File: src/hw/ssm_pkg.sv
// ssm_pkg: shared widths, Q8.8 multiply and stage payload structs for the SSM tile pipeline
`default_nettype none

package ssm_pkg;

    // ==========================================================================
    // format and sizes
    // ==========================================================================
    // one data word, signed Q8.8
    localparam int DATA_W          = 16;
    localparam int FRAC_BITS       = 8;
    // lanes carried by one tile
    localparam int N_TILE          = 4;
    // tiles whose partial sums build one y
    localparam int TILES_PER_GROUP = 4;

    typedef logic signed [DATA_W-1:0] fx_t;
    // lane 0 sits in the low word
    typedef fx_t [N_TILE-1:0] lane_vec_t;

    // full product, arithmetic shift back to Q8.8, keep the low word
    function automatic fx_t fx_mul(input fx_t lhs, input fx_t rhs);
        logic signed [2*DATA_W-1:0] prod;
        prod = lhs * rhs;
        return fx_t'(prod >>> FRAC_BITS);
    endfunction

    // ==========================================================================
    // stage payloads
    // ==========================================================================
    // raw tile from the outside
    typedef struct packed {
        fx_t       dt;
        fx_t       dt_bias;
        fx_t       a;
        fx_t       x;
        fx_t       d;
        lane_vec_t b;
        lane_vec_t c;
        lane_vec_t hprev;
    } tile_in_t;

    // scalar stage -> state stage
    typedef struct packed {
        fx_t       da;
        fx_t       dx;
        fx_t       xd;
        lane_vec_t b;
        lane_vec_t c;
        lane_vec_t hprev;
        logic      grp_first;
        logic      grp_last;
    } state_in_t;

    // state stage -> readout stage
    typedef struct packed {
        lane_vec_t hnext;
        lane_vec_t c;
        fx_t       xd;
        logic      grp_first;
        logic      grp_last;
    } readout_in_t;

    // readout stage -> group accumulator
    typedef struct packed {
        fx_t  psum;
        fx_t  xd;
        logic grp_first;
        logic grp_last;
    } part_sum_t;

endpackage

`default_nettype wire

File: src/hw/ssm_state_stage.sv
// ssm_state_stage: one-cycle per-lane state update hnext = dA*hprev + dx*B
`default_nettype none
`timescale 1ns/1ps

module ssm_state_stage (
    input  logic                 clk,
    input  logic                 rstn,
    input  ssm_pkg::state_in_t   st_i,
    input  logic                 st_valid_i,
    output ssm_pkg::readout_in_t rd_o,
    output logic                 rd_valid_o
);
    import ssm_pkg::*;

    // combinational new state, one word per lane
    lane_vec_t hnext;

    // ==========================================================================
    // lane update
    // ==========================================================================
    always_comb begin
        for (int i = 0; i < N_TILE; i++) begin
            // decay of the old state plus the input drive
            // sum wraps at 16 bits
            hnext[i] = fx_mul(st_i.da, st_i.hprev[i]) + fx_mul(st_i.dx, st_i.b[i]);
        end
    end

    // ==========================================================================
    // output register
    // ==========================================================================
    always_ff @(posedge clk or negedge rstn) begin
        if (!rstn) begin
            rd_valid_o <= 1'b0;
        end else begin
            rd_valid_o <= st_valid_i;
        end
    end

    // payload travels beside rd_valid_o
    always_ff @(posedge clk) begin
        rd_o.hnext     <= hnext;
        // C and the skip term ride along for the readout
        rd_o.c         <= st_i.c;
        rd_o.xd        <= st_i.xd;
        rd_o.grp_first <= st_i.grp_first;
        rd_o.grp_last  <= st_i.grp_last;
    end

endmodule

`default_nettype wire

File: config.mk
export PLATFORM = sky130hd
export DESIGN_NAME = ssm_state_stage
export DESIGN_NICKNAME = d
export VERILOG_FILES = /design/src/hw/ssm_pkg.sv /design/src/hw/ssm_state_stage.sv
export SDC_FILE = /design/constraint.sdc
export NUM_CORES = 2
export LEC_CHECK = 0
export BUFFER_PORTS_ARGS = -buffer_cell sky130_fd_sc_hd__buf_2
export CAP_MARGIN = 20
export CELL_PAD_IN_SITES_DETAIL_PLACEMENT = 0
export CELL_PAD_IN_SITES_GLOBAL_PLACEMENT = 2
export CORE_ASPECT_RATIO = 0.9
export CORE_UTILIZATION = 41
export CTS_CLUSTER_DIAMETER = 120
export DETAILED_ROUTE_END_ITERATION = 16
export GPL_ROUTABILITY_DRIVEN = 0
export GPL_TIMING_DRIVEN = 0
export HOLD_SLACK_MARGIN = 0.03
export PLACE_DENSITY = 0.83
export SYNTH_ARGS = -nofsm -noshare
export SYNTH_HDL_FRONTEND = slang
export SYNTH_SLANG_ARGS = --single-unit
File: constraint.sdc
create_clock -name clk -period 0.8 [get_ports clk]
set_input_delay 0.16 -clock clk [delete_from_list [all_inputs] [get_ports clk]]
set_output_delay 0.16 -clock clk [all_outputs]
set_load 0.05 [all_outputs]
# --- After elaboration in Yosys (flattened, before gate mapping) ---
# Cells that the tools add are included.
word_totals:
  output_inout_bits: 147
  regBits: 147
  wordCells: 24
classes:
  mul: 8
  addsub: 4
ops:
  columns: ["op", "count"]
  rows:
  - ["16-bit by 16-bit multiplier with 24-bit output", 8]
  - ["16-bit adder", 4]

# --- Depth between registers and ports, before layout ---
depth:
  depth_word: 2
  mapped_depth: 36
  ltp_nobuf: 34

# --- Least setup slack after synthesis ---
# OpenSTA, ideal clock, no wires.
synth_timing:
  path_type: "input port to flip-flop"
  from: "input st_i[220] (netlist bit)"
  to: "register rd_o[144] (netlist bit)"
  setup_slack_ps: -6135
  t_required_ps: 736
  setup_time_ps: 64
  stages: 26
  arrival_time_ps: 6871
  path_cell_list: "clkbuf_1 -> clkbuf_1 -> nand2_1 -> fa_1 -> fa_1 -> fa_1 -> inv_1 -> fa_1 -> fa_1 -> inv_1 -> fa_1 -> inv_1 -> ha_1 -> a21o_1 -> a21o_1 -> or3_1 -> o211a_1 -> o21ai_2 -> a21boi_1 -> o41a_1 -> a21oi_1 -> xnor2_1 -> ha_1 -> inv_1 -> or4_1 -> nand4_1"
synth_rtl:
  columns: ["element", "line_no", "text"]
  rows:
  - ["start, declared", "ssm_state_stage.sv:8", "input ssm_pkg::state_in_t st_i,"]
  - ["end, declared", "ssm_state_stage.sv:10", "output ssm_pkg::readout_in_t rd_o,"]

==> impl_metrics.csv <==
group,metric,value,unit
clock_tree,ctsRootBufferMaster,"sky130_fd_sc_hd__clkbuf_16",
placed_design,dp_cells,9733,
logic_synthesis,yosys_register_bits,147,
layout,final_cells,10264,
global_routing,grt_max_degree,17,
clock_tree,clock_sinks,147,
drt,total_number_of_vias,51215,
clock_tree,cts-buffers-inserted,17,
die,core_box_area,0.155,mm2
logic_synthesis,synth-seq-area-share,4.57,%
sta,final.period_utilization,835,%
logic_synthesis,synth_fp_nets,9645,
logic_synthesis,synthMostInstantiatedCell,"sky130_fd_sc_hd__inv_1",
global_routing,grt_total_ovfl,0,
setup_path,crit_type,"primary input to flip-flop",
sta,clock.fmax,150,MHz
logic_synthesis,synthesis.instances,7288,
die,die-width,420,um
sta,final-hold-violation-count,0,
logic_synthesis,synth_ff_type,"sky130_fd_sc_hd__dfxtp_1",
drt,dr.first_iter.drc_count,3364,
setup_path,worstSetupStartpoint,"st_i[220]",
global_routing,first_global_vias,54052,
placed_design,dp_hpwl,191,mm
setup_path,critical_path.top_delay_family,"adder cells",
placed_design,port_buffers,347,
sta,maxSlewHeadroom,37.2,%
setup_path,timing.critical_path.slowest_stage_cell,"sky130_fd_sc_hd__fa_1",
setup_path,critical_path.startpoint_type,"primary input",
clock_tree,cts-root-to-sink-buffers,2,
layout,areaGrowthSynthToFinish,29.1,%
setup_path,max_stage_delay,0.53,ns
sta,holdWs,0.266,ns
logic_synthesis,synth.avg_cell_area,8.84,um2
layout,layout-drive-gt1-share,22.8,%
drt,dr.pass1.iters,5,
logic_synthesis,synth_edf_count,0,
sta,final_period_minus_worst_setup_slack,6.68,ns
sta,timing.final.setup_violations,211,
logic_synthesis,synthArstFlopShare,0.680,%
sta,slew_viol_final,0,
sta,grt_setup_unrepaired,"yes",
drt,drc_violation_count_after_routing,0,
setup_path,critical_path.endpoint_type,"flip-flop",
global_routing,global_route.usage.total,30.3,%
drt,drt-total-wl,237,mm
logic_synthesis,synth.lib_cells_used.distinct,60,
logic_synthesis,synth-warning-count,0,
global_routing,grt_antenna_before_repair,45,
sta,slew_at_the_pin_closest_to_its_max_slew_limit,0.942,ns
setup_path,highest_net_fanout_along_the_worst_path,6,
drt,post_drt_wl_per_cell,23.1,um
logic_synthesis,ys_top_cells_by_count,"1,959 x sky130_fd_sc_hd__inv_1, 1,492 x sky130_fd_sc_hd__fa_1, 950 x sky130_fd_sc_hd__nand2_1",
die,initial_core_util,41.5,%
setup_path,crit_top_cell,"sky130_fd_sc_hd__fa_1",
die,floorplan.io_pins,392,
worst_hold_path,timing.hold.worst.class,"primary input to flip-flop",
flow_run,maxCapViolations,0,
drt,post_drt_via_cell_ratio,4.99,
layout,final_net_count,10494,
worst_hold_path,hp-start,"st_i[204]",
die,placement_rows,137,
run_status,run_status,"finished with violations",
setup_path,timing.critical_path.arrival,7.11,ns
sta,layout_setup_ws,-5.88,ns
layout,final_core_util,53.5,%
clock_tree,tritoncts,"done",
setup_path,cp_data_required_time,1.23,ns
die,die_area,0.159,mm2
logic_synthesis,synthTopCellsByArea,"sky130_fd_sc_hd__fa_1 46%, sky130_fd_sc_hd__ha_1 12%, sky130_fd_sc_hd__inv_1 11%",
logic_synthesis,synth_top_area_share,46.3,%
logic_synthesis,synth.largest_area_cell,"sky130_fd_sc_hd__fa_1",
layout,fillCellCount,14159,
logic_synthesis,synth.cell_area,0.0644,mm2
drt,ant_nets,0,
run_status,failed_checks,"negative setup slack",
global_routing,first_pass_grt_wire_length,349,mm
sta,finalSetupTns,-358.84,ns
clock_tree,cts_htree_levels,4,
die,height_of_the_die,378,um
setup_path,cp_num_buf_inv,12,
clock_tree,worst_setup_hold_path_clk_slew,0.08,ns
[logic make-up after synthesis]
logic type               synth area share (%)
adder cells (fa/ha/maj)                  58.4
buffers and inverters                    13.4
flip-flops                               4.57
AO/OA/AOI/OAI                            2.92
XOR/XNOR                                 4.47
AND/OR/NAND/NOR                          16.3
[state kept, by name, indices dropped and copies added (netlist names)]
| name | cells |
|---|---|
| rd_valid_o | 1 |
| rd_o | 146 |
[per-stage QoR]
step           setup slack (ns)  area [um2]
6_report                  -5.88       83200
5_1_grt                   -6.01       83200
4_1_cts                   -5.81       79400
3_5_place_dp              -8.20       70300
3_3_place_gp              -8.16       70100
2_1_floorplan             -5.89       65800
[placed cells by master (no fill, tap or decap), drive strengths merged, types with 70 or more instances in the layout]
cell         count
a21oi           91
and2           834
buf            787
clkbuf         305
dfxtp          146
dlygate4sd3     85
fa            1492
ha             620
inv           1968
nand2          950
nor2           141
o21ai           70
xnor2          261
[worst paths after layout]
| check | endpoint | slack, ns | depth (start not counted) |
|---|---|---|---|
| setup / recovery | rd_o[96] | -5.88 | 29 |
| hold / removal | rd_o[12] | 0.27 | 2 |
| max in group asynchronous | rd_valid_o | 0.21 | 3 |
| min in group asynchronous | rd_valid_o | 0.49 | 3 |
[layer usage]
metal | vias to the layer above | global-route usage, % | share of wire [%]
li1 | 22549 | - | -
met1 | 26154 | 40.4 | 41
met2 | 2059 | 47.8 | 45
met3 | 439 | 5.31 | 8.3
met4 | 14 | 14.0 | 5.5
met5 | - | 0 | 0.040
[timing repair]
action	4_1_cts	5_1_grt
gates resized for setup	1147	1021
hold buffers	85	0
endpoints found under the hold margin	84	0
pin swaps	301	272
gates cloned	1	3
setup buffers	272	124
endpoints found under the setup margin	211	211
[area by class of cell]
type,instances,area [um2],share of cell area (%)
Multi-Input combinational cell,4852,57000,68.5
Timing Repair Buffer,836,7950,9.56
Inverter,1959,7360,8.84
Buffer,324,4530,5.44
Sequential cell,147,3130,3.76
Tap cell,2085,2610,3.14
Clock buffer,17,425,0.511
Clock inverter,15,138,0.165
Antenna cell,29,72.6,0.0872
Power is not shown: default switching activity piles up to over one toggle a cycle in this logic, so the estimate is an artifact.
