===== config.mk =====
export PLATFORM = sky130hd
export DESIGN_NAME = ssm_readout_stage
export DESIGN_NICKNAME = d
export VERILOG_FILES = /design/src/hw/ssm_pkg.sv /design/src/hw/ssm_readout_stage.sv
export SDC_FILE = /design/constraint.sdc
export NUM_CORES = 2
export LEC_CHECK = 0
export ABC_AREA = 1
export BUFFER_PORTS_ARGS = -buffer_cell sky130_fd_sc_hd__buf_4
export CORE_MARGIN = 3
export CORE_UTILIZATION = 37
export DETAILED_ROUTE_END_ITERATION = 8
export PLACE_DENSITY = 0.58
export SLEW_MARGIN = 20
export SYNTH_ARGS = -nofsm -noshare
export SYNTH_HDL_FRONTEND = slang
export SYNTH_SLANG_ARGS = --single-unit

===== constraint.sdc =====
create_clock -name clk -period 0.8 [get_ports clk]
set_input_delay 0.08 -clock clk [delete_from_list [all_inputs] [get_ports clk]]
set_output_delay 0.08 -clock clk [all_outputs]
set_load 0.01 [all_outputs]

===== src/hw/ssm_pkg.sv =====
// ssm_pkg: shared widths, Q8.8 multiply and stage payload structs for the SSM tile pipeline
`default_nettype none

package ssm_pkg;

    // ==========================================================================
    // format and sizes
    // ==========================================================================
    // one data word, signed Q8.8
    localparam int DATA_W          = 16;
    localparam int FRAC_BITS       = 8;
    // lanes carried by one tile
    localparam int N_TILE          = 4;
    // tiles whose partial sums build one y
    localparam int TILES_PER_GROUP = 4;

    typedef logic signed [DATA_W-1:0] fx_t;
    // lane 0 sits in the low word
    typedef fx_t [N_TILE-1:0] lane_vec_t;

    // full product, arithmetic shift back to Q8.8, keep the low word
    function automatic fx_t fx_mul(input fx_t lhs, input fx_t rhs);
        logic signed [2*DATA_W-1:0] prod;
        prod = lhs * rhs;
        return fx_t'(prod >>> FRAC_BITS);
    endfunction

    // ==========================================================================
    // stage payloads
    // ==========================================================================
    // raw tile from the outside
    typedef struct packed {
        fx_t       dt;
        fx_t       dt_bias;
        fx_t       a;
        fx_t       x;
        fx_t       d;
        lane_vec_t b;
        lane_vec_t c;
        lane_vec_t hprev;
    } tile_in_t;

    // scalar stage -> state stage
    typedef struct packed {
        fx_t       da;
        fx_t       dx;
        fx_t       xd;
        lane_vec_t b;
        lane_vec_t c;
        lane_vec_t hprev;
        logic      grp_first;
        logic      grp_last;
    } state_in_t;

    // state stage -> readout stage
    typedef struct packed {
        lane_vec_t hnext;
        lane_vec_t c;
        fx_t       xd;
        logic      grp_first;
        logic      grp_last;
    } readout_in_t;

    // readout stage -> group accumulator
    typedef struct packed {
        fx_t  psum;
        fx_t  xd;
        logic grp_first;
        logic grp_last;
    } part_sum_t;

endpackage

`default_nettype wire


===== src/hw/ssm_readout_stage.sv =====
// ssm_readout_stage: weights each lane state by C and reduces the tile to one partial sum
`default_nettype none
`timescale 1ns/1ps

module ssm_readout_stage (
    input  logic                 clk,
    input  logic                 rstn,
    input  ssm_pkg::readout_in_t rd_i,
    input  logic                 rd_valid_i,
    output ssm_pkg::part_sum_t   ps_o,
    output logic                 ps_valid_o
);
    import ssm_pkg::*;

    // heap-ordered adder tree
    // leaves at N_TILE-1 .. 2*N_TILE-2, root at 0
    fx_t tree [2*N_TILE-1];

    // ==========================================================================
    // C weighting and lane reduction
    // ==========================================================================
    always_comb begin
        for (int i = 0; i < N_TILE; i++) begin
            tree[N_TILE-1+i] = fx_mul(rd_i.hnext[i], rd_i.c[i]);
        end
        // internal nodes bottom-up, every add wraps
        for (int k = N_TILE - 2; k >= 0; k--) begin
            tree[k] = tree[2*k+1] + tree[2*k+2];
        end
    end

    // ==========================================================================
    // output register
    // ==========================================================================
    always_ff @(posedge clk or negedge rstn) begin
        if (!rstn) begin
            ps_valid_o <= 1'b0;
        end else begin
            ps_valid_o <= rd_valid_i;
        end
    end

    always_ff @(posedge clk) begin
        // one partial per tile
        ps_o.psum      <= tree[0];
        ps_o.xd        <= rd_i.xd;
        ps_o.grp_first <= rd_i.grp_first;
        ps_o.grp_last  <= rd_i.grp_last;
    end

endmodule

`default_nettype wire


Word-level counts from Yosys, hierarchy flattened
Index checks and enable logic that the tools add are counted.
{"block": "totals", "in_bits": 149, "reg_bits": 35, "out_inout_bits": 35}
{"block": "classes", "addsub": 3, "n_mul": 4}
{"op": "$mul 16x16->24", "n": 4}
{"op": "$add 16x16->16", "n": 3}

Logic depth before layout (Yosys ltp)
{"block": "logic_depth", "word_depth": 3, "mapped_depth": 43, "ltp_nobuf": 41}

Worst setup path after synthesis
OpenSTA, ideal clock, no wires.
{"block": "synth_timing", "path_kind": "input -> register", "start": "input rd_i[36] (netlist name)", "end": "register ps_o[33] (netlist name)", "arrival_ps": 7302, "cell_stages": 38, "n_path_buf": 2, "path_slack_ps": -6614, "setup_ps": 112, "cell_sequence": "clkbuf_1 > clkbuf_1 > nand2_1 > fa_1 > fa_1 > fa_1 > fa_1 > inv_1 > fa_1 > inv_1 > fa_1 > inv_1 > ha_1 > nand2_1 > nor2_1 > inv_1 > o21ai_1 > a21oi_1 > (+2 left out) > xor2_1 > fa_1 > inv_1 > fa_1 > inv_1 > ha_1 > nand2_1 > nor2_1 > a211oi_1 > o21ai_0 > nor2_1 > nand3_1 > nand2_1 > inv_1 > nand3_1 > nand2_1 > nand2_1 > nand2_1"}
{"item": "from (decl)", "line": "ssm_readout_stage.sv:8", "source": "input ssm_pkg::readout_in_t rd_i,"}
{"item": "to (decl)", "line": "ssm_readout_stage.sv:10", "source": "output ssm_pkg::part_sum_t ps_o,"}

==> metrics.txt <==
# TYPE chip_impl_metric gauge
chip_impl_metric{name="total_of_endpoints_with_negative_setup_slack_in_the_final_report",unit=""} 40
chip_impl_metric{name="yosys_warnings",unit=""} 0
chip_impl_info{name="layout_commonest_cell",value="inv_1"} 1
chip_impl_metric{name="largest_net_degree_at_the_start_of_global_routing",unit=""} 17
chip_impl_metric{name="hpwl_dp",unit="um"} 76250
chip_impl_info{name="synth_largest_area_cell",value="fa_1"} 1
chip_impl_metric{name="drive_above_1_share",unit="%"} 21.32
chip_impl_metric{name="syn_area_per_cell",unit="um^2"} 7.578
chip_impl_metric{name="finalHoldViolations",unit=""} 0
chip_impl_metric{name="die_width",unit="um"} 307.1
chip_impl_metric{name="first_global_vias",unit=""} 29730
chip_impl_metric{name="clk_path_buf_depth",unit=""} 2
chip_impl_metric{name="viasPerCell",unit=""} 4.465
chip_impl_metric{name="postRouteAntennaNets",unit=""} 0
chip_impl_metric{name="floorplan.initialDensity",unit="%"} 37.65
chip_impl_metric{name="worst-slew-pin-transition",unit="ns"} 0.4188
chip_impl_metric{name="worst-path-max-fanout",unit=""} 8
chip_impl_metric{name="clk_sink_count",unit=""} 35
chip_impl_info{name="cp-end-kind",value="flip-flop"} 1
chip_impl_metric{name="area_delta_synth_final",unit="%"} 26.54
chip_impl_info{name="critPathSlowestCell",value="fa_1"} 1
chip_impl_metric{name="io_pins",unit=""} 184
chip_impl_metric{name="synth.ff_latch_count",unit=""} 35
chip_impl_metric{name="globalRouteOverflowTotal",unit=""} 0
chip_impl_metric{name="grt_util_all_layers",unit="%"} 18.86
chip_impl_metric{name="cell_rows",unit=""} 109
chip_impl_info{name="most_frequent_cell_on_the_critical_path",value="fa_1"} 1
chip_impl_metric{name="achievable-frequency",unit="GHz"} 0.1428
chip_impl_metric{name="slew_violations",unit=""} 0
chip_impl_metric{name="cts_buffer_count",unit=""} 5
chip_impl_metric{name="num_antenna_cells",unit=""} 0
chip_impl_info{name="path_class",value="primary input to flip-flop"} 1
chip_impl_metric{name="post_synthesis_net_count",unit=""} 5643
chip_impl_metric{name="layout_min_cycle_time",unit="ns"} 7.002
chip_impl_metric{name="finalNetCount",unit=""} 6264
chip_impl_info{name="failed_checks",value="setup timing"} 1
chip_impl_metric{name="post-route-period-util",unit="%"} 875.3
chip_impl_info{name="rsz0062_at_grt",value="true"} 1
chip_impl_metric{name="post_synth_inst_count",unit=""} 4425
chip_impl_metric{name="floorplan.die.height",unit="um"} 307.1
chip_impl_metric{name="num_vias",unit=""} 27730
chip_impl_metric{name="dieArea",unit="um^2"} 94280
chip_impl_metric{name="finalWeightedCongestion",unit=""} 0.8667
chip_impl_metric{name="syn-cell-area",unit="um^2"} 33530
chip_impl_metric{name="critical_path_buf_inv_count",unit=""} 7
chip_impl_metric{name="max_stage_delay",unit="ns"} 0.54
chip_impl_metric{name="post-route-worst-setup-slack",unit="ns"} -6.202
chip_impl_info{name="yosys-top-cells-area",value="fa_1 46%, inv_1 16%, nand2_1 14%"} 1
chip_impl_metric{name="netlist-cell-type-count",unit=""} 48
chip_impl_metric{name="coreArea",unit="um^2"} 89060
chip_impl_info{name="hold_path_class",value="primary input to asynchronous set/reset pin"} 1
chip_impl_metric{name="share_of_the_synthesized_area_in_the_top_cell_type",unit="%"} 46.21
chip_impl_info{name="critPathTopFamily",value="adder cells"} 1
chip_impl_metric{name="max-slew-margin-rel",unit="%"} 71.88
chip_impl_info{name="cts_tree",value="yes"} 1
chip_impl_metric{name="wl_per_cell",unit="um"} 13.69
chip_impl_metric{name="number_of_antenna_violations_at_the_first_check_in_global_routing",unit=""} 0
chip_impl_metric{name="detail_route.first_pass.iterations",unit=""} 5
chip_impl_info{name="run_status",value="complete, but fails checks"} 1
chip_impl_info{name="cts.root.buffer_cell",value="clkbuf_16"} 1
chip_impl_metric{name="drt-total-wl",unit="um"} 85060
chip_impl_metric{name="synth_enable_flop_cells",unit=""} 0
chip_impl_info{name="cp-start-kind",value="primary input"} 1
chip_impl_metric{name="critPathArrivalTime",unit="ns"} 7.22
chip_impl_metric{name="drc",unit=""} 0
chip_impl_info{name="final_cell_mix",value="1,418 x inv_1, 1,172 x nand2_1, 762 x fa_1, 665 x buf_4, 245 x ha_1"} 1
chip_impl_metric{name="io_buffer_count",unit=""} 183
chip_impl_metric{name="async_flop_share",unit="%"} 2.857
chip_impl_metric{name="cp.required",unit="ns"} 1.02
chip_impl_metric{name="cap_viol_max_count",unit=""} 0
chip_impl_metric{name="yosysSeqAreaShare",unit="%"} 2.104
chip_impl_metric{name="detail_route.iter0.violations",unit=""} 1218
chip_impl_metric{name="clk_transition_reported_paths",unit="ns"} 0.06
chip_impl_metric{name="grt_first_pass_wirelength",unit="um"} 145800
chip_impl_metric{name="h-tree-depth",unit=""} 2
chip_impl_info{name="synth_flop_cell",value="dfxtp_1"} 1
chip_impl_metric{name="hold_slack",unit="ns"} 0.1223
-- synth_stat cells, drive strengths merged, types with 2 or more instances --
master and number:
dfxtp 34, a21boi 3, clkinv 2, o21a 2, nand3 82, fa 774, o31ai 2, o21bai 10
a211oi 4, o211ai 2, inv 1451, o21ai 41, or2 26, clkbuf 138, nand4 14, a31oi 3
a21o 9, nor4 3, and3b 2, nor2 74, xnor2 39, ha 295, nand2 1213, a21oi 89
buf 34, nor3 12, xor2 55, nand3b 6
-- sequential cells by signal (all words and copies together), names as in the netlist --
register and count:
ps_o 34, ps_valid_o 1
-- cells by family after synthesis --
logic type / Yosys count / synth area share, %
compound gates: 170 / 2.959
fa+ha+maj: 1069 / 57.21
buf+inv: 1625 / 18.40
simple gates: 1432 / 16.87
flops: 35 / 2.104
xor+xnor: 94 / 2.455
-- layout make-up --
type	count	area (um^2)
Fill cell	8771	46620
Tap cell	1165	1458
Clock buffer	5	125.1
Inverter	1453	5456
Multi-Input combinational cell	2765	28090
Clock inverter	3	23.77
Timing Repair Buffer	786	6528
Sequential cell	35	753.2
-- worst max-delay path by stage --
stage | from | endpoint | slack [ns] | cells after the start
global placement | rd_i[54] | ps_o[33]$_DFF_P_ | -6.58 | 38
CTS | rd_i[57] | ps_o[33]$_DFF_P_ | -6.20 | 40
floorplan | rd_i[38] | ps_o[33]$_DFF_P_ | -6.12 | 40
detailed placement | rd_i[54] | ps_o[33]$_DFF_P_ | -6.66 | 38
global route | rd_i[145] | ps_o[33]$_DFF_P_ | -6.57 | 36
finish | rd_i[121] | ps_o[31]$_DFF_P_ | -6.20 | 32
-- timing repair --
item	CTS	global route
setup endpoints to repair	51	51
endpoints found under the hold margin	20	0
setup buffers	41	9
gates resized for setup	202	88
hold buffers	20	0
pin swaps	93	60
-- routing by layer --
metal,global-route usage [%],vias to the layer above,part of all wire [%],wire length [um]
li1,-,13560,-,-
met1,25.53,13700,45,38390
met2,34.06,420,50,42950
met3,1.095,61,3.0,2581
met4,2.777,0,1.3,1144
met5,0,-,0,0
-- per-stage QoR --
step,std cells,setup WS [ns],setup TNS (ns),instance area [um^2],util [%]
5_1_grt,6212,-6.570,-95.62,42430,47.65
2_1_floorplan,4425,-6.125,-85.11,34690,-
3_5_place_dp,6144,-6.655,-95.66,40590,45.58
3_3_place_gp,6144,-6.583,-94.72,40590,45.58
4_1_cts,6207,-6.200,-90.10,42000,47.16
6_report,6212,-6.202,-90.63,42430,47.65
Power is not shown: default switching activity piles up to over one toggle a cycle in this logic, so the estimate is an artifact.
