$ cat src/hw/ssm_pkg.sv
// ssm_pkg: shared widths, Q8.8 multiply and stage payload structs for the SSM tile pipeline
`default_nettype none

package ssm_pkg;

    // ==========================================================================
    // format and sizes
    // ==========================================================================
    // one data word, signed Q8.8
    localparam int DATA_W          = 16;
    localparam int FRAC_BITS       = 8;
    // lanes carried by one tile
    localparam int N_TILE          = 4;
    // tiles whose partial sums build one y
    localparam int TILES_PER_GROUP = 4;

    typedef logic signed [DATA_W-1:0] fx_t;
    // lane 0 sits in the low word
    typedef fx_t [N_TILE-1:0] lane_vec_t;

    // full product, arithmetic shift back to Q8.8, keep the low word
    function automatic fx_t fx_mul(input fx_t lhs, input fx_t rhs);
        logic signed [2*DATA_W-1:0] prod;
        prod = lhs * rhs;
        return fx_t'(prod >>> FRAC_BITS);
    endfunction

    // ==========================================================================
    // stage payloads
    // ==========================================================================
    // raw tile from the outside
    typedef struct packed {
        fx_t       dt;
        fx_t       dt_bias;
        fx_t       a;
        fx_t       x;
        fx_t       d;
        lane_vec_t b;
        lane_vec_t c;
        lane_vec_t hprev;
    } tile_in_t;

    // scalar stage -> state stage
    typedef struct packed {
        fx_t       da;
        fx_t       dx;
        fx_t       xd;
        lane_vec_t b;
        lane_vec_t c;
        lane_vec_t hprev;
        logic      grp_first;
        logic      grp_last;
    } state_in_t;

    // state stage -> readout stage
    typedef struct packed {
        lane_vec_t hnext;
        lane_vec_t c;
        fx_t       xd;
        logic      grp_first;
        logic      grp_last;
    } readout_in_t;

    // readout stage -> group accumulator
    typedef struct packed {
        fx_t  psum;
        fx_t  xd;
        logic grp_first;
        logic grp_last;
    } part_sum_t;

endpackage

`default_nettype wire

$ cat src/hw/ssm_scalar_stage.sv
// ssm_scalar_stage: tags group position, adds the step bias and forms dA, dx and xD over two cycles
`default_nettype none
`timescale 1ns/1ps

module ssm_scalar_stage (
    input  logic                 clk,
    input  logic                 rstn,
    input  ssm_pkg::tile_in_t    tile_i,
    input  logic                 tile_valid_i,
    output ssm_pkg::state_in_t   st_o,
    output logic                 st_valid_o
);
    import ssm_pkg::*;

    // position of the next tile inside its group
    typedef logic [$clog2(TILES_PER_GROUP)-1:0] cnt_t;

    // first pipeline register, delta already summed
    typedef struct packed {
        fx_t       delta;
        fx_t       a;
        fx_t       x;
        fx_t       d;
        lane_vec_t b;
        lane_vec_t c;
        lane_vec_t hprev;
        logic      grp_first;
        logic      grp_last;
    } s1_t;

    cnt_t tile_cnt;
    logic cnt_first;
    logic cnt_last;
    s1_t  s1;
    logic s1_valid;

    // ==========================================================================
    // group position counter
    // ==========================================================================
    assign cnt_first = (tile_cnt == '0);
    assign cnt_last  = (tile_cnt == cnt_t'(TILES_PER_GROUP - 1));

    // advance on every accepted tile, wrap after the group's last one
    always_ff @(posedge clk or negedge rstn) begin
        if (!rstn) begin
            tile_cnt <= '0;
        end else if (tile_valid_i) begin
            if (cnt_last) begin
                tile_cnt <= '0;
            end else begin
                tile_cnt <= tile_cnt + cnt_t'(1);
            end
        end
    end

    // ==========================================================================
    // cycle 1: delta and flags
    // ==========================================================================
    always_ff @(posedge clk or negedge rstn) begin
        if (!rstn) begin
            s1_valid <= 1'b0;
        end else begin
            s1_valid <= tile_valid_i;
        end
    end

    // payload, only meaningful next to s1_valid
    always_ff @(posedge clk) begin
        // delta wraps like every other sum
        s1.delta     <= tile_i.dt + tile_i.dt_bias;
        s1.a         <= tile_i.a;
        s1.x         <= tile_i.x;
        s1.d         <= tile_i.d;
        s1.b         <= tile_i.b;
        s1.c         <= tile_i.c;
        s1.hprev     <= tile_i.hprev;
        s1.grp_first <= cnt_first;
        s1.grp_last  <= cnt_last;
    end

    // ==========================================================================
    // cycle 2: scalar products
    // ==========================================================================
    always_ff @(posedge clk or negedge rstn) begin
        if (!rstn) begin
            st_valid_o <= 1'b0;
        end else begin
            st_valid_o <= s1_valid;
        end
    end

    always_ff @(posedge clk) begin
        // no softplus / exp, the raw products feed the state update
        st_o.da        <= fx_mul(s1.delta, s1.a);
        st_o.dx        <= fx_mul(s1.delta, s1.x);
        // skip term, only the group's first copy is used later
        st_o.xd        <= fx_mul(s1.x, s1.d);
        st_o.b         <= s1.b;
        st_o.c         <= s1.c;
        st_o.hprev     <= s1.hprev;
        st_o.grp_first <= s1.grp_first;
        st_o.grp_last  <= s1.grp_last;
    end

endmodule

`default_nettype wire

$ cat config.mk
export PLATFORM = sky130hd
export DESIGN_NAME = ssm_scalar_stage
export DESIGN_NICKNAME = d
export VERILOG_FILES = /design/src/hw/ssm_pkg.sv /design/src/hw/ssm_scalar_stage.sv
export SDC_FILE = /design/constraint.sdc
export NUM_CORES = 2
export LEC_CHECK = 0
export ABC_CLOCK_PERIOD_IN_PS = 6290
export BUFFER_PORTS_ARGS = -buffer_cell sky130_fd_sc_hd__buf_4
export CORE_ASPECT_RATIO = 1.5
export CORE_MARGIN = 4
export CORE_UTILIZATION = 40
export DETAILED_ROUTE_END_ITERATION = 12
export PLACE_DENSITY_LB_ADDON = 0.15
export SLEW_MARGIN = 10
export SYNTH_ARGS = -nofsm -noshare
export SYNTH_HDL_FRONTEND = slang
export SYNTH_SLANG_ARGS = --single-unit
$ cat constraint.sdc
create_clock -name clk -period 6.29 [get_ports clk]
set_input_delay 1.258 -clock clk [delete_from_list [all_inputs] [get_ports clk]]
set_output_delay 1.258 -clock clk [all_outputs]
set_load 0.02 [all_outputs]
Word level (Yosys, flattened, before mapping). Index checks and enable logic that the tools add are counted.

Register bits: 504. Input port bits: 275. Word-level logic and storage cells: 46.

Reduce and logical (&&, ||, !) cells: 1. Multiply operators: 3. Equality and inequality tests: 1. $add $sub $neg: 2. Mux-type cells: 1.

Operators with widths (number): 16-bit by 16-bit multiplier with 24-bit output (3); 16-bit adder (1); 2-bit by 1-bit adder with 2-bit output (second input constant) (1); 2-bit equality test (second input constant) (1); 2-bit zero test (1); 2-bit two-way mux (1).

Longest topological paths before layout.
Word-level depth: 2. Mapped depth: 23. Gate-level depth less buffers: 22.

Least setup slack after synthesis. No wires, ideal clock.

Kind: reg2reg. Start: register s1[220] (netlist bit). End: register st_o[209] (netlist bit). Required time: 6.169 ns. Arrival time: 5.750 ns. Path slack: 0.419 ns. Period minus slack after synthesis: 5.871 ns. Stages on the path, launching flop included: 22. Path through: dfxtp_1 -> clkbuf_1 -> clkbuf_1 -> nand2_1 -> fa_1 -> fa_1 -> fa_1 -> fa_1 -> inv_1 -> fa_1 -> inv_1 -> fa_1 -> inv_1 -> ha_1 -> nand4_1 -> a2111oi_0 -> a211oi_1 -> o21ai_1 -> a41oi_1 -> a21oi_1 -> a21oi_1 -> xnor2_1.

Longest elaborated chain between the ends: 1.

RTL lines: start: declaration (line ssm_scalar_stage.sv:34) `s1_t s1;`; 16-bit by 16-bit multiplier with 24-bit output (line ssm_pkg.sv:24) `prod = lhs * rhs;`; end: declaration (line ssm_scalar_stage.sv:10) `output ssm_pkg::state_in_t st_o,`.

No other way between the ends. A chain may end at the register's enable or synchronous reset.

Worst setup path in the final report.
Start: register s1[249] (netlist bit). End: register st_o[225] (netlist bit).

The elaborated chain is that of the path after synthesis.

==> results.sh <==
export IMPL_drive_above_1_share_pct=19.1
export IMPL_yosysSeqAreaShare_pct=30.5
export IMPL_totalWireLength_mm=87.2
export IMPL_drc_errors=0
export IMPL_synthArstFlopShare_pct=0.794
export IMPL_synth_area_leaders="fa_1 34%, dfxtp_1 30%, ha_1 8.6%, inv_1 8.5%, and2_1 6.2%"
export IMPL_fin_crit_sh_pct=94.5
export IMPL_cp_max_fo=9
export IMPL_syn_nets=4233
export IMPL_hp_start="s1[62]"
export IMPL_die_area_mm2=0.0875
export IMPL_cts_buffers=51
export IMPL_r2r_setup_slack_ps=340
export IMPL_io_buffers=517
export IMPL_hold_buffers=0
export IMPL_cts_num_sinks=504
export IMPL_hp_class="flop to flop"
export IMPL_ys_seq_elements=504
export IMPL_ios=518
export IMPL_cp_arrival_ps=6450
export IMPL_worstSetupPathType="flop to flop"
export IMPL_setup_viol=0
export IMPL_tightest_slew_ps=733
export IMPL_start_util_pct=40.2
export IMPL_worst_r2r_path_depth=23
export IMPL_skew_ps=45.9
export IMPL_syn_inst=3172
export IMPL_grt_pass1_vias=24708
export IMPL_overflow=0
export IMPL_track_usage_pct=20.2
export IMPL_whs_ps=292
export IMPL_syn_cell_area_mm2=0.0331
export IMPL_routedWlPerCell_um=18.1
export IMPL_syn_to_final_growth_pct=22.4
export IMPL_ant_nets=0
export IMPL_rsz0062_at_grt="false"
export IMPL_rows=129
export IMPL_syn_avg_cell_area_um2=10.4
export IMPL_worstSkewPairLatency_ps=650
export IMPL_hold_path_end="st_o[62]"
export IMPL_synth_distinct_cells=47
export IMPL_routed_via_density=4.57
export IMPL_grt_max_degree=33
export IMPL_first_pass_iters=5
export IMPL_status="complete, no violations"
export IMPL_vias=21976
export IMPL_finalHoldViolCount=0
export IMPL_die_y_um=360
export IMPL_cts_reportedPaths_clkPinSlew_ps=80
export IMPL_drt_iter0_markers=611
export IMPL_timing_slew_headroom_pct=50.7
export IMPL_start_kind="flop"
export IMPL_r2r_start="s1[249]"
export IMPL_fin_crit_ps=5950
export IMPL_fmax_ghz=0.168
export IMPL_drv_cap=0
export IMPL_synth_edf_count=0
export IMPL_setup_tns_ps=0
export IMPL_fillers=7705
export IMPL_hpwl_mm=72.8
export IMPL_grt_first_pass_wirelength_mm=138
export IMPL_place_gp_congestion=0.839
export IMPL_rr_endpoint="st_o[225]"
export IMPL_endpoint_kind="flop"
export IMPL_synthFlopType="dfxtp_1"
export IMPL_n_antenna_cell=0
export IMPL_clock_path_buffers=3
export IMPL_core_area_mm2=0.0823
export IMPL_register_area_mm2=0.0101
export IMPL_multi_input_area_mm2=0.0198
export IMPL_cts_tree="yes"
export IMPL_die_w_um=243
export IMPL_synth_top_area_share_pct=33.8
export IMPL_holdPathStages=0
export IMPL_yosysWarnings=0
export IMPL_root_buffer="clkbuf_16"
export IMPL_finalMaxSlewViolations=0
export IMPL_synth_largest_area_cell="fa_1"
export IMPL_required_ps=6790
export IMPL_htreeDepth=2
export IMPL_antenna_found_initial=0
export IMPL_nets=4784
## area by class of cell
class	count	share of cell area (%)
clock buffers	65	3.43
clock inverters	29	0.830
inverters	747	6.92
multi-input cells	1804	48.8
flip-flops and latches	504	25.0
well taps	1048	3.23
repair buffers	615	11.9
## logic make-up after synthesis
logic type / Yosys count / share of synthesized area, %
AO/OA/AOI/OAI: 111 / 2.24
XOR/XNOR: 120 / 3.17
adder cells (fa/ha/maj): 786 / 42.4
buffers and inverters: 864 / 9.80
flip-flops: 504 / 30.5
AND/OR/NAND/NOR: 787 / 11.9
## cell usage after synthesis, drive strengths merged, types with 6 or more instances
library cell	number
a211oi	6
clkbuf	117
nand4	9
a21o	12
inv	747
and2	326
nor2b	7
dfxtp	500
nand2	337
ha	227
nand2b	16
nand3	14
o21a	9
a21oi	37
xor2	29
nor3	18
fa	559
nor2	47
o21ai	16
xnor2	91
## cells in the final DEF (no fill, tap or decap), drive strengths merged, types with 2 or more instances in the layout
cell and instances:
clkinvlp 8, ha 227, or2 3, xnor2 91, clkinv 12, buf 615
a21o 12, nor3 18, nor2b 7, or3 2, o2111ai 3, and2 326
a211o 4, nand2 337, a31o 2, a21oi 37, nand4 9, nand3 14
a211oi 6, inv 753, a31oi 5, nor2 47, clkbuf 65, a41oi 2
nand2b 16, o21bai 3, xor2 29, o21ai 16, and3 3, bufinv 3
nand3b 2, o211ai 4, dfxtp 500, fa 559, dfrtp 4, o21a 9
## worst max-delay path by stage
stage                        from   endpoint  depth (start not counted)
final                     s1[249]  st_o[225]                         23
after global routing      s1[198]  st_o[209]                         20
after CTS                 s1[195]  st_o[209]                         19
after detailed placement  s1[195]  st_o[209]                         19
after global placement    s1[195]  st_o[209]                         19
after floorplan           s1[220]  st_o[209]                         21
## worst max-delay path, cell delays in order (launching register included)
cell	delay [ps]
dfxtp_1	330
buf_4	180
buf_4	170
and2_1	150
fa_1	540
inv_1	50
fa_1	460
fa_1	500
fa_1	550
inv_1	50
fa_1	470
inv_1	50
fa_1	470
inv_1	40
ha_1	320
o21a_1	120
o21ai_0	240
a211oi_1	130
buf_4	150
a31oi_1	160
buf_4	200
o21ai_2	90
a31o_2	260
xnor2_1	110
## layer usage
layer | up-vias | share of wire [%] | wire length, um | global-route usage (%)
li1 | 10276 | - | - | -
met1 | 10975 | 33 | 28700 | 19.7
met2 | 568 | 56 | 49000 | 39.9
met3 | 157 | 7.1 | 6220 | 5.77
met4 | 0 | 3.9 | 3370 | 7.22
met5 | - | 0 | 0 | 0
## timing repair
item / 4_1_cts / 5_1_grt
buffers inserted: 0 / 1
resized for setup: 0 / 12
endpoints found under the hold margin: 0 / 0
setup endpoints to repair: 0 / 9
## flip-flops by register name (all words and copies together) (netlist names)
| signal | cells |
|---|---|
| s1 | 258 |
| st_o | 242 |
| tile_cnt | 2 |
| s1_valid | 1 |
| st_valid_o | 1 |
## metrics by stage
step	setup slack (ps)	cells	instance area [um^2]	util [%]
after CTS	15.6	4811	40500	49.2
after global routing	2.11	4812	40500	49.2
after floorplan	419	3172	33100	-
final	343	4812	40500	49.2
after detailed placement	43.1	4717	38800	47.1
after global placement	216	4717	38800	47.1
Power is left out: the tool's default activity adds up to more than one toggle a clock period on the data nets, which glitch-free logic cannot reach.
