**src/hw/ssm_pkg.sv**
```systemverilog
// ssm_pkg: shared widths, Q8.8 multiply and stage payload structs for the SSM tile pipeline
`default_nettype none

package ssm_pkg;

    // ==========================================================================
    // format and sizes
    // ==========================================================================
    // one data word, signed Q8.8
    localparam int DATA_W          = 16;
    localparam int FRAC_BITS       = 8;
    // lanes carried by one tile
    localparam int N_TILE          = 4;
    // tiles whose partial sums build one y
    localparam int TILES_PER_GROUP = 4;

    typedef logic signed [DATA_W-1:0] fx_t;
    // lane 0 sits in the low word
    typedef fx_t [N_TILE-1:0] lane_vec_t;

    // full product, arithmetic shift back to Q8.8, keep the low word
    function automatic fx_t fx_mul(input fx_t lhs, input fx_t rhs);
        logic signed [2*DATA_W-1:0] prod;
        prod = lhs * rhs;
        return fx_t'(prod >>> FRAC_BITS);
    endfunction

    // ==========================================================================
    // stage payloads
    // ==========================================================================
    // raw tile from the outside
    typedef struct packed {
        fx_t       dt;
        fx_t       dt_bias;
        fx_t       a;
        fx_t       x;
        fx_t       d;
        lane_vec_t b;
        lane_vec_t c;
        lane_vec_t hprev;
    } tile_in_t;

    // scalar stage -> state stage
    typedef struct packed {
        fx_t       da;
        fx_t       dx;
        fx_t       xd;
        lane_vec_t b;
        lane_vec_t c;
        lane_vec_t hprev;
        logic      grp_first;
        logic      grp_last;
    } state_in_t;

    // state stage -> readout stage
    typedef struct packed {
        lane_vec_t hnext;
        lane_vec_t c;
        fx_t       xd;
        logic      grp_first;
        logic      grp_last;
    } readout_in_t;

    // readout stage -> group accumulator
    typedef struct packed {
        fx_t  psum;
        fx_t  xd;
        logic grp_first;
        logic grp_last;
    } part_sum_t;

endpackage

`default_nettype wire

```
**src/hw/ssm_group_accum.sv**
```systemverilog
// ssm_group_accum: sums tile partials over a group, adds the first tile's xD and pulses y
`default_nettype none
`timescale 1ns/1ps

module ssm_group_accum (
    input  logic               clk,
    input  logic               rstn,
    input  ssm_pkg::part_sum_t ps_i,
    input  logic               ps_valid_i,
    output ssm_pkg::fx_t       y_o,
    output logic               y_valid_o
);
    import ssm_pkg::*;

    // running group sum
    fx_t acc;
    // xD of the group's first tile
    fx_t xd_lat;
    // sum including this tile
    fx_t acc_next;
    // skip term that belongs to this group
    fx_t xd_sel;

    // ==========================================================================
    // next-sum logic
    // ==========================================================================
    // first tile starts over, later tiles add on
    assign acc_next = ps_i.grp_first ? ps_i.psum : acc + ps_i.psum;
    // a group that opens and closes on one tile has no latched xD yet
    assign xd_sel   = ps_i.grp_first ? ps_i.xd : xd_lat;

    // ==========================================================================
    // accumulator and output strobe
    // ==========================================================================
    always_ff @(posedge clk or negedge rstn) begin
        if (!rstn) begin
            acc       <= '0;
            y_valid_o <= 1'b0;
        end else begin
            y_valid_o <= ps_valid_i & ps_i.grp_last;
            if (ps_valid_i) begin
                // clear after the last tile, next group starts fresh
                acc <= ps_i.grp_last ? '0 : acc_next;
            end
        end
    end

    // xD capture, once per group
    always_ff @(posedge clk) begin
        if (ps_valid_i && ps_i.grp_first) begin
            xd_lat <= ps_i.xd;
        end
    end

    // y register, held until the next group closes
    always_ff @(posedge clk) begin
        if (ps_valid_i && ps_i.grp_last) begin
            y_o <= acc_next + xd_sel;
        end
    end

endmodule

`default_nettype wire

```
**config.mk**
```make
export PLATFORM = sky130hd
export DESIGN_NAME = ssm_group_accum
export DESIGN_NICKNAME = d
export VERILOG_FILES = /design/src/hw/ssm_pkg.sv /design/src/hw/ssm_group_accum.sv
export SDC_FILE = /design/constraint.sdc
export NUM_CORES = 1
export LEC_CHECK = 0
export ABC_AREA = 1
export BUFFER_PORTS_ARGS = -buffer_cell sky130_fd_sc_hd__buf_2
export CAP_MARGIN = 5
export CORE_MARGIN = 2
export CORE_UTILIZATION = 50
export DETAILED_ROUTE_END_ITERATION = 8
export GPL_TIMING_DRIVEN = 0
export PLACE_DENSITY = 0.72
export SLEW_MARGIN = 25
export SYNTH_ARGS = -nofsm -noshare
export SYNTH_HDL_FRONTEND = slang
export SYNTH_SLANG_ARGS = --single-unit
```
**constraint.sdc**
```tcl
create_clock -name clk -period 3.4 [get_ports clk]
set_clock_uncertainty 0.05 [all_clocks]
set_input_delay 0.17 -clock clk [delete_from_list [all_inputs] [get_ports clk]]
set_output_delay 0.17 -clock clk [all_outputs]
set_load 0.005 [all_outputs]
```
# --- After elaboration in Yosys (flattened, before gate mapping) ---
# Cells that the tools add are included.
totals:
  ff_bits: 49
  input_bits: 37
  out_inout_bits: 17
  wordCells: 12
op_classes:
  n_addsub: 2
  muxes: 3
  n_bitwise: 1
  n_reduce_logical: 2
op_table:
  columns: ["operator", "count"]
  rows:
  - ["two-way mux 16 bit", 3]
  - ["adder 16 bit", 2]
  - ["logical AND 1 bit", 2]
  - ["AND 1 bit", 1]

# --- Longest topological paths before layout ---
# Gate-level depths: netlist of the first run.
logic_depth:
  ltp_word: 3
  ltp_mapped: 20
  depth_no_buf: 20

# --- Worst setup path before layout of the first run ---
# Ideal clock, no wire load.
synth_timing:
  path_type: "reg2reg"
  start: "register acc[0]"
  end: "register y_o[15] (data pin)"
  setup_ns: 0.253
  arrival_time_ns: 2.715
  t_required_ns: 3.097
  slack_ns: 0.382
  path_stages_with_launch: 21
  path_buffers: 0
  synth_period_minus_slack_ns: 3.018
  path_cell_list: "dfrtp_1 > ha_1 > fa_1 > nand3_1 > nand2_1 > nand2_1 > nand2_1 > inv_1 > or2_1 > nand3_1 > o21ai_1 > inv_1 > ha_1 > a21oi_1 > o21ai_0 > nand2_1 > nand4_1 > a21oi_1 > inv_1 > nand3_1 > nand2_1"
synth_between:
  elab_chain_cells: 3
synth_rtl:
  columns: ["element", "line_no", "source"]
  rows:
  - ["from (decl)", "ssm_group_accum.sv:16", "fx_t acc;"]
  - ["from (signal assigned)", "ssm_group_accum.sv:43", "acc <= ps_i.grp_last ? '0 : acc_next;"]
  - ["adder 16 bit", "ssm_group_accum.sv:28", "assign acc_next = ps_i.grp_first ? ps_i.psum : acc + ps_i.psum;"]
  - ["two-way mux 16 bit", "ssm_group_accum.sv:28", null]
  - ["adder 16 bit", "ssm_group_accum.sv:58", "y_o <= acc_next + xd_sel;"]
  - ["to (signal assigned)", "ssm_group_accum.sv:58", null]
  - ["to (decl)", "ssm_group_accum.sv:10", "output ssm_pkg::fx_t y_o,"]
# No other way between the ends.
# A chain may end at the register's enable or synchronous reset.

# --- Final worst setup path of the first run ---
# Ends and elaborated chain as after synthesis.

==> flow_summary.toml, run 1 <==
[yosys]
synth_top_cell_area_share_pct = 27.2
syn_nets = 517
ys_ff_latch = 49
synth_fa_ha_area_share_pct = 11.8
synthDistinctLibCells = 35
synth_compound_area_share_pct = 12.6
yosysTopAreaCell = "edfxtp_1"
synth.area.mux_share_pct = 0
synthTopCellsByArea = "edfxtp_1, nand2_1, dfrtp_1"
synth_xor_area_share_pct = 3.72
synth_top_family_by_area = "simple AND/OR/NAND/NOR gates"
yosys_warnings = 0
syn_area_per_cell_sq_um = 7.88
syn_area_sq_um = 3530
synthSimpleGateAreaFrac_pct = 26.1
seq_area_frac_synth_pct = 39.2
syn_inst = 448

[placement]
dp_hpwl_um = 6310
dp.cells = 596
placed_cell_area_sq_um = 3910
io_buffer_count = 52
place.gp.congestion = 0.871

[clock_network]
clockRootBuffer = "clkbuf_8"
clk_path_buf_depth = 2
ctsHtreeMaxLevel = 2
clk_pin_slew_ns = 0.09
cts_tree = "done"
cts_made_buffers = 5
cts_sinks = 49
clk_latency_ns = 0.30

[final_layout]
layout_commonest_cell = "nand2_1"
final_cell_mix = "nand2_1, buf_2, inv_1"
final_nets = 584
post_route_cells_drive_above_1_share_pct = 22.3
final_cells = 612
syn_to_final_growth_pct = 18.2
final_core_util_pct = 61.1
antenna_cells = 0
stdcell_area_sq_um = 4180

[power_and_ir_drop]
power.density_nw_per_um2 = 463
power_mw = 1.93
power_leakage_nw = 2.11
vdd_drop_max_v = 0.000223

[die]
core_sq_um = 6830
die_h_um = 88.1
fp-row-count = 30
die_area_sq_um = 7750
io_pins = 54
start_util_pct = 51.7
die_width_um = 88.1

[hold_path]
min_path_type = "primary input to flop"
min_from = "ps_i[8]"

[global_routing]
grt_overflow = 0
antenna_found_initial = 0
grt_pass1_wl_um = 13400
grt_max_degree = 18
track_usage_pct = 22.2
grt_pass1_vias = 2963

[critical_path]
cp.arrival_ns = 3.23
path_max_fanout = 4
r2r-start = "acc[0]"
r2r_cells = 20
start_kind = "flop"
end_kind = "flop"
critPathLaunch = "acc[0]"
crit_end = "y_o[15]"
worstSetupPathType = "flop to flop"
regToRegEndpoint = "y_o[15]"
cp.required_ns = 3.42
r2r_setup_slack_ns = 0.19

[timing]
slew_violations = 0
clock.fmax_mhz = 311
setup_viol = 0
slew_headroom_pct = 51.2
tightest_slew_ns = 0.732
hold_viol = 0
period_needed_ns = 3.21
post-route-period-util_pct = 94.5

[drt]
drtIter0Drc = 161
wire_per_inst_um = 13.4
vias = 3112
first_pass_iters = 4
wl_um = 8210
routed_via_density = 5.08
drc_errors = 0
final_antenna_net_count = 0

[flow_run]
maxCapViolCount = 0

[status]
status = "complete, no violations"
[registers in the layout (all words and copies together), names as in the netlist]
register,cells
xd_lat,16
y_o,16
y_valid_o,1
acc,16
[report_power, final]
group          internal [mW]  total (mW)  leakage, nW  switching (mW)
Clock                  0.240       0.428       0.0585           0.188
Sequential             0.729       0.755        0.521          0.0253
Combinational          0.307       0.751         1.53           0.444
Total                   1.28        1.93         2.11           0.658
[cells by family after synthesis]
logic type	after synthesis
AOI/OAI and AO/OA	73
xor gates and xnor gates	15
adders and majority gates	32
buffers and inverters	60
DFF	49
and+or+nand+nor	219
[metrics by stage]
step / setup WS, ns / hold slack [ns] / setup TNS (ns)
6_report: 0.189 / 0.00381 / 0
5_1_grt: -0.0212 / 0.00355 / -0.0212
4_1_cts: 0.0275 / 0.00134 / 0
3_5_place_dp: -0.188 / 0.0708 / -0.215
3_3_place_gp: -0.112 / 0.0628 / -0.112
2_1_floorplan: 0.382 / -0.176 / 0
[synthesized netlist by cell type, drive strengths merged]
cell type / number
nand3b: 1
buf: 6
a22o: 2
clkbuf: 2
nor3: 1
nand4: 1
xnor2: 6
xor2: 9
o21ai: 29
and2: 2
a21oi: 32
dfrtp: 17
a21boi: 3
or2: 10
edfxtp: 32
fa: 2
a21o: 3
nand3: 25
inv: 52
o21bai: 4
ha: 30
nor2: 22
nand2: 157
[metal layers]
metal | vias to the layer above | share of wire, % | global-route usage [%]
met5 | - | 0 | 0
met4 | 0 | 1.4 | 6.06
met3 | 12 | 5.6 | 3.58
met2 | 94 | 48 | 37.7
met1 | 1407 | 45 | 29.5
li1 | 1599 | - | -
[how the worst min path moves through the flow]
stage / to / slack, ns / depth (start not counted)
6_report: xd_lat[6] / 0.004 / 1
5_1_grt: xd_lat[10] / 0.004 / 1
4_1_cts: xd_lat[6] / 0.001 / 1
3_5_place_dp: acc[2] / 0.07 / 1
3_3_place_gp: acc[2] / 0.06 / 1
2_1_floorplan: acc[0] / -0.18 / 0
[worst max-delay path: stages, from the launching register on]
cell and delay, ns:
dfrtp_1 0.39, ha_2 0.19, fa_2 0.36, nand3_1 0.11, nand2_2 0.08, nand2_1 0.08
nand2_2 0.07, inv_1 0.08, or2_1 0.09, nand3_1 0.07, o21ai_2 0.11, inv_2 0.07
ha_4 0.26, a21oi_2 0.14, o21ai_0 0.09, nand2_1 0.07, nand4_1 0.22, a21oi_2 0.25
inv_1 0.06, nand3_1 0.08, nand2_1 0.05
[layout make-up]
| type | instances | area, sq um |
|---|---|---|
| plain buffers | 8 | 36.3 |
| clock inverters | 1 | 30.0 |
| clock buffers | 7 | 86.3 |
| well taps | 96 | 120 |
| repair buffers | 60 | 333 |
| fillers | 608 | 2660 |
| inverters | 52 | 195 |
| flip-flops and latches | 49 | 1390 |
| multi-input cells | 339 | 1990 |
[what timing repair did]
item,CTS,global route
buffers inserted,2,1
endpoints found under the hold margin,19,2
endpoints found under the setup margin,2,5
gates resized for setup,5,12
pin swaps,1,2
hold buffers,3,2
No activity file was read; power rests on OpenSTA's default activity.
==> run 2: changes to the inputs <==
- CTS_BUF_LIST: unset -> sky130_fd_sc_hd__clkbuf_2
- RECOVER_POWER: unset -> 25
==> run 2 against run 1 <==
  * Non-clock buffer count is 18 higher
  * Combinational power is 2% higher
  * Sequential cell count stayed put
  * First-iteration DRC count is 19% higher
  * Maximum frequency is 1.2% lower
  * Via count is 4.8% higher
  * Critical path depth stayed put
  * Core utilization is 1.5 points higher
  * Wire length is 4.7% higher
  * Clock power is 26% lower
  * Die area stayed put
  * Final cell count is 2.9% higher
==> flow_summary.toml, run 2 (same netlist as run 1, synthesis figures left out) <==
[hold_path]
min_from = "ps_i[0]"
hold_path_end = "acc[9]"
hold_path_depth = 4
min_path_type = "primary input to flop"

[die]
start_util_pct = 51.7
die_area_sq_um = 7750
die_h_um = 88.1
io_pins = 54
die_width_um = 88.1
fp-row-count = 30
core_sq_um = 6830

[global_routing]
grt_pass1_vias = 3114
antenna_found_initial = 0
use_met3_pct = 3.58
busiest_layer = "met2"
use_met2_pct = 41.0
grtUsageMet1_pct = 29.7
grt_max_degree = 18
track_usage_pct = 23.4
grt_overflow = 0
grt_pass1_wl_um = 14100

[final_layout]
syn_to_final_growth_pct = 21.2
multi_input_area_sq_um = 1980
reg_top3 = "acc: 16 flops, xd_lat: 16 flops, y_o: 16 flops"
layout_commonest_cell = "nand2_1"
regArea_sq_um = 1390
antenna_cells = 0
post_route_cells_drive_above_1_share_pct = 20.0
stdcell_area_sq_um = 4280
final_nets = 602
final_cell_mix = "nand2_1, buf_2, inv_1"
n_fill_cell = 605

[power_and_ir_drop]
power_switching_share_pct = 36.3
p_comb_share_pct = 41.6
power_leakage_nw = 2.15
clockPowerShare_pct = 17.3
power.density_nw_per_um2 = 429
p_seq_share_pct = 41.1
internal_power_mw = 1.17
p_sw_mw = 0.665
vdd_drop_max_v = 0.000290

[critical_path]
regToRegEndpoint = "y_o[15]"
cp.arrival_ns = 3.46
start_kind = "flop"
r2r_setup_slack_ns = 0.15
r2r-start = "acc[0]"
cp.required_ns = 3.61
end_kind = "flop"
path_max_fanout = 4
r2r_cells = 20
worstSetupPathType = "flop to flop"

[timing]
hold_viol = 0
slew_headroom_pct = 34.5
slew_violations = 0
fin_tns_setup_ns = 0
clock.fmax_mhz = 308
post-route-period-util_pct = 95.6
setup_viol = 0
period_needed_ns = 3.25
tightest_slew_ns = 0.982

[drt]
wl_um = 8600
vias = 3262
routed_via_density = 5.18
first_pass_iters = 4
drc_errors = 0
drtIter0Drc = 192
wire_per_inst_um = 13.7
final_antenna_net_count = 0

[placement]
place.gp.congestion = 0.871
placed_cell_area_sq_um = 3910
dp_hpwl_um = 6310
io_buffer_count = 52

[clock_network]
cts_tree = "done"
cts_made_buffers = 5
clk_path_buf_depth = 2
cts_sinks = 49
clockRootBuffer = "clkbuf_2"
ctsHtreeMaxLevel = 2
clk_pin_slew_ns = 0.25
clk_latency_ns = 0.45

[status]
status = "complete, no violations"

[flow_run]
maxCapViolCount = 0
==> run 2: layout make-up <==
type	count	share of cell area, %
multi-input combinational	339	46.1
sequential	49	32.4
timing repair buffer	78	11.8
inverter	52	4.56
tap	96	2.81
buffer	8	0.847
clock inverter	2	0.789
clock buffer	6	0.701
==> run 2: worst max-delay path by stage <==
stage	start	to	cells past startpoint
4_1_cts	acc[0]	y_o[15]	19
3_3_place_gp	acc[0]	y_o[15]	20
3_5_place_dp	acc[0]	y_o[15]	20
5_1_grt	acc[0]	y_o[15]	19
6_report	acc[0]	y_o[15]	20
2_1_floorplan	acc[0]	y_o[15]	20
==> run 2: what timing repair did <==
item | CTS | global route
hold buffers | 22 | 1
gates resized for setup | 4 | 13
setup buffers | 1 | 2
pin swaps | 1 | 2
setup endpoints to repair | 2 | 5
cloned | 0 | 0
hold endpoints to repair | 39 | 1
==> run 2: critical path, cell delays in order (launching register included) <==
cell and delay, ns:
dfrtp_1 0.45, ha_2 0.20, fa_2 0.36, nand3_1 0.10
nand2_1 0.10, nand2_1 0.09, nand2_2 0.07, inv_1 0.07
or2_1 0.10, nand3_1 0.08, o21ai_2 0.12, inv_2 0.07
ha_4 0.26, a21oi_2 0.16, o21ai_1 0.08, nand2_1 0.07
nand4_1 0.21, a21oi_2 0.24, inv_1 0.06, nand3_1 0.08
nand2_1 0.05
==> run 2: power by group through the flow <==
stage	logic (mW)	clock network (mW)	registers [mW]
floorplan	0.509	0	0.766
global placement	0.675	0	0.766
detailed placement	0.695	0	0.767
CTS	0.731	0.316	0.754
global route	0.868	0.334	0.761
finish	0.763	0.317	0.755
==> run 2: per-layer routing <==
metal / wire length (um) / share of wire [%] / vias up
met5: 0 / 0 / -
met4: 172 / 2.0 / 0
met3: 409 / 4.8 / 18
met2: 4160 / 48 / 92
met1: 3870 / 45 / 1515
li1: - / - / 1637
==> run 2: metrics by stage <==
| stage | instances | hold slack (ns) | util, % | setup slack, ns | total power [mW] |
|---|---|---|---|---|---|
| 2_1_floorplan | 448 | -0.176 | - | 0.382 | 1.28 |
| 3_3_place_gp | 596 | 0.0628 | 57.3 | -0.112 | 1.44 |
| 3_5_place_dp | 596 | 0.0708 | 57.3 | -0.188 | 1.46 |
| 4_1_cts | 627 | 0.00211 | 61.9 | 0.0236 | 1.80 |
| 5_1_grt | 630 | 0.0277 | 62.7 | -0.00442 | 1.96 |
| 6_report | 630 | 0.0166 | 62.7 | 0.149 | 1.84 |
